===== config.mk =====
export PLATFORM = sky130hd
export DESIGN_NAME = regread_top
export DESIGN_NICKNAME = d
export VERILOG_FILES = /design/src/hdl/regsel_pkg.sv /design/src/hdl/apb_regfile_ctrl.sv /design/src/hdl/phys_regfile.sv /design/src/hdl/read_data_route.sv /design/src/hdl/read_port_select.sv /design/src/hdl/regread_top.sv
export SDC_FILE = /design/constraint.sdc
export NUM_CORES = 2
export LEC_CHECK = 0
export BUFFER_PORTS_ARGS = -buffer_cell sky130_fd_sc_hd__buf_4
export CELL_PAD_IN_SITES_DETAIL_PLACEMENT = 1
export CELL_PAD_IN_SITES_GLOBAL_PLACEMENT = 1
export CORE_ASPECT_RATIO = 1.25
export CORE_MARGIN = 2
export CORE_UTILIZATION = 50
export DETAILED_ROUTE_END_ITERATION = 10
export PLACE_DENSITY_LB_ADDON = 0.08
export SYNTH_ARGS = -nofsm -noshare
export SYNTH_HDL_FRONTEND = slang
export SYNTH_SLANG_ARGS = --single-unit

===== constraint.sdc =====
create_clock -name clk -period 9.75 [get_ports clk]
set_clock_uncertainty 0.2 [all_clocks]
set_input_delay 0.975 -clock clk [delete_from_list [all_inputs] [get_ports clk]]
set_output_delay 0.975 -clock clk [all_outputs]
set_load 0.01 [all_outputs]

===== src/hdl/regsel_pkg.sv =====
`default_nettype none
/*
	shared sizes and types for the register-read arbitration subsystem
	the RTL blocks and the testbench take them in with a wildcard import
*/

package regsel_pkg;

	// ==============================
	// requester and port counts
	// ==============================
	localparam int NUM_REQ     = 8;
	localparam int NUM_RDPORT  = 4;
	localparam int FIXED_PORTS = 2;
	// requesters past the fixed ones share the leftover ports
	localparam int DYN_REQ     = NUM_REQ - FIXED_PORTS;

	// register file geometry
	localparam int NUM_PREG   = 32;
	localparam int PREG_W     = $clog2(NUM_PREG);
	localparam int DATA_W     = 32;
	localparam int REQ_IDX_W  = $clog2(NUM_REQ);
	localparam int APB_ADDR_W = 8;

	// bus phase as seen by the APB slave
	typedef enum logic [1:0] {
		APB_IDLE,
		APB_SETUP,
		APB_ACCESS
	} apb_state_t;

endpackage

`default_nettype wire


===== src/hdl/apb_regfile_ctrl.sv =====
`default_nettype none
`timescale 1ns/10ps
/*
	APB slave giving the bus access to the physical register file
	zero wait states, word addressed, with pslverr for addresses past the file
	writes go out as a one-cycle strobe, reads return data in the access cycle
*/

module apb_regfile_ctrl
	import regsel_pkg::*;
(
	input  logic                  clk,
	input  logic                  rst,
	input  logic                  psel_i,
	input  logic                  penable_i,
	input  logic                  pwrite_i,
	input  logic [APB_ADDR_W-1:0] paddr_i,
	input  logic [DATA_W-1:0]     pwdata_i,
	output logic [DATA_W-1:0]     prdata_o,
	output logic                  pready_o,
	output logic                  pslverr_o,
	output logic                  wr_en_o,
	output logic [PREG_W-1:0]     wr_reg_o,
	output logic [DATA_W-1:0]     wr_data_o,
	output logic [PREG_W-1:0]     apb_rd_reg_o,
	input  logic [DATA_W-1:0]     apb_rd_data_i
);

	// phase of the current cycle as decoded straight from psel and penable
	apb_state_t cur_phase;
	// phase of the previous cycle
	apb_state_t prev_phase;

	// word address with the byte lane bits dropped
	logic [APB_ADDR_W-3:0] word_addr;
	logic                  in_range;
	logic                  access;
	logic                  xfer_ok;

	// ==============================
	// phase tracking
	// ==============================
	always_comb begin
		if (!psel_i) begin
			cur_phase = APB_IDLE;
		end else if (!penable_i) begin
			cur_phase = APB_SETUP;
		end else begin
			cur_phase = APB_ACCESS;
		end
	end

	always_ff @(posedge clk) begin
		if (rst) begin
			prev_phase <= APB_IDLE;
		end else begin
			prev_phase <= cur_phase;
		end
	end

	// an access only counts when a setup cycle came right before it,
	// which keeps a held penable from producing a second write strobe
	assign access  = (cur_phase == APB_ACCESS);
	assign xfer_ok = access && (prev_phase == APB_SETUP);

	// ==============================
	// address decode
	// ==============================
	assign word_addr = paddr_i[APB_ADDR_W-1:2];
	assign in_range  = (word_addr < (APB_ADDR_W-2)'(NUM_PREG));

	// there are no wait states, so every access cycle completes
	assign pready_o  = access;
	assign pslverr_o = access && !in_range;

	// the write strobe to the register file is dropped for bad addresses
	assign wr_en_o   = xfer_ok && pwrite_i && in_range;
	assign wr_reg_o  = word_addr[PREG_W-1:0];
	assign wr_data_o = pwdata_i;

	// readback data is zero outside a good read access
	assign apb_rd_reg_o = word_addr[PREG_W-1:0];
	assign prdata_o     = (xfer_ok && !pwrite_i && in_range) ? apb_rd_data_i : '0;

endmodule

`default_nettype wire


===== src/hdl/phys_regfile.sv =====
`default_nettype none
`timescale 1ns/10ps
/*
	physical register file
	one synchronous write port fed by the APB slave, NUM_RDPORT combinational
	read ports addressed by the selector and one more read port for APB readback
*/

module phys_regfile
	import regsel_pkg::*;
(
	input  logic                              clk,
	input  logic                              rst,
	input  logic                              wr_en_i,
	input  logic [PREG_W-1:0]                 wr_reg_i,
	input  logic [DATA_W-1:0]                 wr_data_i,
	input  logic [NUM_RDPORT-1:0][PREG_W-1:0] rd_reg_i,
	output logic [NUM_RDPORT-1:0][DATA_W-1:0] rd_data_o,
	input  logic [PREG_W-1:0]                 apb_rd_reg_i,
	output logic [DATA_W-1:0]                 apb_rd_data_o
);

	// NUM_PREG words of storage
	logic [DATA_W-1:0] regs [NUM_PREG];

	// ==============================
	// write port
	// ==============================
	// synchronous write with every register cleared by reset
	always_ff @(posedge clk) begin
		if (rst) begin
			for (int i = 0; i < NUM_PREG; i++) begin
				regs[i] <= '0;
			end
		end else if (wr_en_i) begin
			regs[wr_reg_i] <= wr_data_i;
		end
	end

	// ==============================
	// read ports
	// ==============================
	// reads are asynchronous, so the data follows the selector's registered
	// register numbers within the same cycle
	always_comb begin
		for (int p = 0; p < NUM_RDPORT; p++) begin
			rd_data_o[p] = regs[rd_reg_i[p]];
		end
	end

	// readback port for the APB slave
	assign apb_rd_data_o = regs[apb_rd_reg_i];

endmodule

`default_nettype wire


===== src/hdl/read_data_route.sv =====
`default_nettype none
`timescale 1ns/10ps
/*
	read data router
	turns the per-port view of the register file back into a per-requester
	view, using the source index and used bit the selector stored per port
	purely combinational, sits between the register file and req_data_o
*/

module read_data_route
	import regsel_pkg::*;
(
	input  logic [NUM_RDPORT-1:0][REQ_IDX_W-1:0] port_src_i,
	input  logic [NUM_RDPORT-1:0]                port_used_i,
	input  logic [NUM_RDPORT-1:0][DATA_W-1:0]    port_data_i,
	output logic [NUM_REQ-1:0][DATA_W-1:0]       req_data_o
);

	// match[r][p] is set when port p is serving requester r
	logic [NUM_REQ-1:0][NUM_RDPORT-1:0] match;

	// ==============================
	// port to requester match
	// ==============================
	always_comb begin
		for (int r = 0; r < NUM_REQ; r++) begin
			for (int p = 0; p < NUM_RDPORT; p++) begin
				// an idle port never matches, whatever its stale source says
				match[r][p] = port_used_i[p] && (port_src_i[p] == REQ_IDX_W'(r));
			end
		end
	end

	// ==============================
	// data select
	// ==============================
	// the selector gives each requester at most one port, so the match row
	// is one-hot or zero and an and-or mux is enough
	// no match leaves the word at 0, which is what an unserved requester sees
	always_comb begin
		req_data_o = '0;
		for (int r = 0; r < NUM_REQ; r++) begin
			for (int p = 0; p < NUM_RDPORT; p++) begin
				req_data_o[r] = req_data_o[r] | ({DATA_W{match[r][p]}} & port_data_i[p]);
			end
		end
	end

endmodule

`default_nettype wire


===== src/hdl/read_port_select.sv =====
`default_nettype none
`timescale 1ns/10ps
/*
	rotating read-port selector
	the first FIXED_PORTS requesters own ports 0 .. FIXED_PORTS-1 outright,
	the rest compete for the remaining ports starting at a pointer that
	steps every clock, so outputs are registered one cycle after sampling
*/

module read_port_select
	import regsel_pkg::*;
(
	input  logic                                 clk,
	input  logic                                 rst,
	input  logic [NUM_REQ-1:0][PREG_W-1:0]       req_reg_i,
	input  logic [NUM_REQ-1:0]                   req_valid_i,
	output logic [NUM_REQ-1:0]                   req_ack_o,
	output logic [NUM_RDPORT-1:0][PREG_W-1:0]    port_reg_o,
	output logic [NUM_RDPORT-1:0][REQ_IDX_W-1:0] port_src_o,
	output logic [NUM_RDPORT-1:0]                port_used_o
);

	// rotation pointer counting modulo DYN_REQ
	logic [REQ_IDX_W-1:0] rot_ptr;

	// next values of the registered outputs
	logic [NUM_REQ-1:0]                   ack_nxt;
	logic [NUM_RDPORT-1:0][PREG_W-1:0]    reg_nxt;
	logic [NUM_RDPORT-1:0][REQ_IDX_W-1:0] src_nxt;
	logic [NUM_RDPORT-1:0]                used_nxt;

	// next free port and the rotated dynamic index inside the scan
	int slot;
	int rot;

	// ==============================
	// rotation pointer
	// ==============================
	always_ff @(posedge clk) begin
		if (rst) begin
			rot_ptr <= '0;
		end else if (rot_ptr == REQ_IDX_W'(DYN_REQ - 1)) begin
			rot_ptr <= '0;
		end else begin
			rot_ptr <= rot_ptr + 1'b1;
		end
	end

	// ==============================
	// port allocation
	// ==============================
	always_comb begin
		ack_nxt  = '0;
		reg_nxt  = '0;
		src_nxt  = '0;
		used_nxt = '0;
		slot     = FIXED_PORTS;
		rot      = 0;
		// fixed requesters are granted whether or not they are valid
		for (int h = 0; h < FIXED_PORTS; h++) begin
			ack_nxt[h]  = 1'b1;
			reg_nxt[h]  = req_reg_i[h];
			src_nxt[h]  = REQ_IDX_W'(h);
			used_nxt[h] = 1'b1;
		end
		// walk the dynamic requesters from the pointer and hand out ports in order
		for (int j = 0; j < DYN_REQ; j++) begin
			// j and rot_ptr are both below DYN_REQ, so one subtract does the modulo
			rot = j + int'(rot_ptr);
			if (rot >= DYN_REQ) begin
				rot = rot - DYN_REQ;
			end
			if (slot < NUM_RDPORT && req_valid_i[FIXED_PORTS + rot]) begin
				ack_nxt[FIXED_PORTS + rot] = 1'b1;
				reg_nxt[slot]              = req_reg_i[FIXED_PORTS + rot];
				src_nxt[slot]              = REQ_IDX_W'(FIXED_PORTS + rot);
				used_nxt[slot]             = 1'b1;
				slot                       = slot + 1;
			end
		end
	end

	// registered acks and port usage
	always_ff @(posedge clk) begin
		if (rst) begin
			req_ack_o   <= '0;
			port_used_o <= '0;
		end else begin
			req_ack_o   <= ack_nxt;
			port_used_o <= used_nxt;
		end
	end

	// registered register numbers and requester sources for each port
	always_ff @(posedge clk) begin
		port_reg_o <= reg_nxt;
		port_src_o <= src_nxt;
	end

endmodule

`default_nettype wire


===== src/hdl/regread_top.sv =====
`default_nettype none
`timescale 1ns/10ps
/*
	top level of the register-read subsystem
	selector, register file, data router and APB slave wired together
*/

module regread_top
	import regsel_pkg::*;
(
	input  logic                           clk,
	input  logic                           rst,
	input  logic [NUM_REQ-1:0][PREG_W-1:0] req_reg_i,
	input  logic [NUM_REQ-1:0]             req_valid_i,
	output logic [NUM_REQ-1:0]             req_ack_o,
	output logic [NUM_REQ-1:0][DATA_W-1:0] req_data_o,
	input  logic                           psel_i,
	input  logic                           penable_i,
	input  logic                           pwrite_i,
	input  logic [APB_ADDR_W-1:0]          paddr_i,
	input  logic [DATA_W-1:0]              pwdata_i,
	output logic [DATA_W-1:0]              prdata_o,
	output logic                           pready_o,
	output logic                           pslverr_o
);

	// selector to register file and router
	logic [NUM_RDPORT-1:0][PREG_W-1:0]    port_reg;
	logic [NUM_RDPORT-1:0][REQ_IDX_W-1:0] port_src;
	logic [NUM_RDPORT-1:0]                port_used;
	logic [NUM_RDPORT-1:0][DATA_W-1:0]    port_data;

	// APB slave to register file
	logic              wr_en;
	logic [PREG_W-1:0] wr_reg;
	logic [DATA_W-1:0] wr_data;
	logic [PREG_W-1:0] apb_rd_reg;
	logic [DATA_W-1:0] apb_rd_data;

	read_port_select u_sel (.clk(clk), .rst(rst), .req_reg_i(req_reg_i),
		.req_valid_i(req_valid_i), .req_ack_o(req_ack_o), .port_reg_o(port_reg),
		.port_src_o(port_src), .port_used_o(port_used));

	phys_regfile u_rf (.clk(clk), .rst(rst), .wr_en_i(wr_en), .wr_reg_i(wr_reg),
		.wr_data_i(wr_data), .rd_reg_i(port_reg), .rd_data_o(port_data),
		.apb_rd_reg_i(apb_rd_reg), .apb_rd_data_o(apb_rd_data));

	read_data_route u_route (.port_src_i(port_src), .port_used_i(port_used),
		.port_data_i(port_data), .req_data_o(req_data_o));

	apb_regfile_ctrl u_apb (.clk(clk), .rst(rst), .psel_i(psel_i), .penable_i(penable_i),
		.pwrite_i(pwrite_i), .paddr_i(paddr_i), .pwdata_i(pwdata_i), .prdata_o(prdata_o),
		.pready_o(pready_o), .pslverr_o(pslverr_o), .wr_en_o(wr_en), .wr_reg_o(wr_reg),
		.wr_data_o(wr_data), .apb_rd_reg_o(apb_rd_reg), .apb_rd_data_i(apb_rd_data));

endmodule

`default_nettype wire


==> impl_metrics.ini <==
[place]
hpwl_um = 269000
io_buffers = 388
placed_cells = 8352
place_area_sq_um = 94400
post-place-ws_ns = 1.57
gp_congestion = 0.972

[timing]
maxSlewViolCount = 0
final_hold_viol_count = 0
tightest_slew_ns = 1.45
grt_setup_unrepaired = false
fmax_ghz = 0.121
fin_hold_ws_ns = 0.176
timing.final.ws_setup_ns = 1.51
final.setup.tns_ns = 0
slew_headroom_pct = 1.52
timing.final.crit_share_pct = 84.5
fin_crit_ns = 8.24
setup_violations = 0

[pwr]
finalPower_mw = 27.2
peakVddDrop_v = 0.000285
leakage_nw = 33.9
powerDensity_nw_per_um2 = 277

[detailed_routing]
drc = 0
dr.pass1.iters = 7
ant_nets = 0
via_per_inst = 8.40
routed_wl_um = 431000
wl_per_cell_um = 50.0
dr_total_vias = 72400
drt_iter0_markers = 13600

[worst_hold_path]
hold_class = primary input to register
whs_path_depth = 2

[setup_path]
crit_path_end_kind = register
r2r_cells = 23
worstPathRequired_ns = 10.21
path_class = register to register
crit_path_start_kind = register
crit_arrival_ns = 8.70
critPathMaxFanout = 45

[synthesis]
syn-num-nets = 6264
syn_area_sq_um = 88700
ys_seq_elements = 1070
synthCells = 6116
yosys-top-cells-area = mux4_2 (40%), edfxtp_1 (35%), and2_1 (7.3%), clkbuf_1 (2.3%), a22oi_1 (1.9%)
syn_area_per_cell_sq_um = 14.5
synth_commonest_cells = mux4_2 (1565), and2_1 (1035), edfxtp_1 (1024)
yosys_most_used_dff = edfxtp_1
yosysMostFrequentCell = mux4_2
synthArstFlopShare_pct = 0
synth_edf_count = 1024
yosysSeqAreaShare_pct = 35.7
synth.distinct_cells = 94
yosysTopAreaCellShare_pct = 39.8
netlist.top_cell.by_area = mux4_2
ys_warn_count = 0

[clock_network]
htreeDepth = 3
root_buffer = clkbuf_16
post-cts-setup-buffer-count = 0
cts_made_buffers = 116
clock-sinks = 1070
clk_latency_ns = 0.79
clockBufferDepth = 3
ctsHoldBuffers = 0
cts_resized = 0
cts_tree = done
clk_pin_slew_ns = 0.07

[global_route]
antenna_found_initial = 52
grt_max_degree = 129
track_usage_pct = 47.4
grt_pass1_vias = 71100
grt.overflow.total = 0
grt_pass1_wl_um = 590000

[cells_and_area]
postLayoutCoreUtil_pct = 55.9
fillerInstances = 16500
area.sequential_sq_um = 31700
final_cell_count_no_fill = 8614
drive_above_1_share_pct = 42.1
nets = 6269
fin_area_sq_um = 98300
multi_input_area_sq_um = 54800
syn_to_final_growth_pct = 10.9

[run]
maxCapViolCount = 1

[floorplan]
die_x_um = 381
fp.coreArea_sq_um = 176000
die_h_um = 475
io_pins = 391
std_cell_rows = 172
die_area_sq_um = 181000
initial_core_util_pct = 50.4

[run_status]
violations = capacitance limit
outcome = finished, violations left
## sequential cells by signal (all words and copies together) (netlist names), named ones only
register / cells
u_sel.rot_ptr: 3
u_rf.regs: 1024
u_sel.req_ack_o: 6
u_sel.port_src_o: 12
u_sel.port_used_o: 3
u_apb.prev_phase: 2
## power by group
group          total [mW]  internal, mW  leakage (nW)  switching (mW)
clock                4.59          2.56          1.83            2.04
sequential           6.40          5.24          11.4            1.16
combinational        16.2          6.50          20.7            9.74
total                27.2          14.3          33.9            12.9
## path summary, 6_finish.rpt
check                                 startpoint  slack, ns                    to
worst min register to register  u_sel.rot_ptr[0]       0.58    u_sel.req_ack_o[2]
worst min-delay path                   penable_i       0.18   u_apb.prev_phase[0]
worst max register to register  u_sel.rot_ptr[0]       1.51  u_sel.port_src_o[11]
worst max-delay path            u_sel.rot_ptr[0]       1.51  u_sel.port_src_o[11]
## final cells by class
cell class              instances  share of cell area (%)
multi-input cells            4275                    55.7
flip-flops and latches       1070                    32.3
repair buffers                608                    4.86
clock buffers                 138                    3.10
well taps                    2349                    2.99
clock inverters                75                   0.733
inverters                      50                   0.192
diodes                         49                   0.125
## placed cells by master, fill, tap and decap left out, types with 35 or more instances in the layout
master | netlist | routed
and2_1 | 1035 | 1034
inv_1 | 44 | 43
mux2i_1 | 154 | 148
a31oi_1 | 40 | 40
mux2_2 | 103 | 103
clkbuf_16 | 0 | 119
o211ai_1 | 95 | 95
ha_1 | 55 | 55
nor2_1 | 194 | 149
diode_2 | 0 | 49
a21oi_1 | 115 | 115
nand3_1 | 42 | 41
o221ai_1 | 141 | 141
edfxtp_1 | 1024 | 1024
a22oi_1 | 221 | 221
mux4_2 | 1565 | 1565
a221oi_1 | 35 | 35
a22o_1 | 42 | 42
buf_4 | 4 | 590
nand2_1 | 130 | 130
## worst max-delay path: stages, from the launching register on
cell	delay, ns
dfxtp_4	0.71
inv_1	0.50
ha_1	0.80
o21ai_1	0.19
nand2_1	0.12
buf_4	0.25
inv_1	0.10
ha_1	0.67
mux4_2	0.74
inv_1	0.19
ha_1	0.30
and3b_1	0.26
a22oi_2	0.31
nor2_1	0.06
or2_2	0.35
ha_1	0.35
nand3_1	0.14
nand2_1	0.13
ha_1	0.20
inv_1	0.12
o21bai_2	0.16
a211oi_1	0.59
a22oi_4	0.25
mux2_4	0.36
## metal layers
metal  vias up  routed length, um  track usage [%]
met5         -                188                0
met4        20              40700             36.2
met3      2018              67600             18.3
met2      7446             190000             70.0
met1     37100             133000             56.1
li1      25800                  -                -
## logic make-up (layout without fill, tap and decap cells)
family	Yosys count	after routing	share of synthesized area, %
DFF	1070	1070	35.7
muxes	1830	1830	42.9
xor gates and xnor gates	7	7	0.0945
AOI/OAI and AO/OA	867	867	7.34
other	0	49	0
buffers and inverters	771	871	3.33
adders and majority gates	55	55	0.776
and+or+nand+nor	1516	1516	9.83
Note: power is estimated with default switching activity, not from simulation.
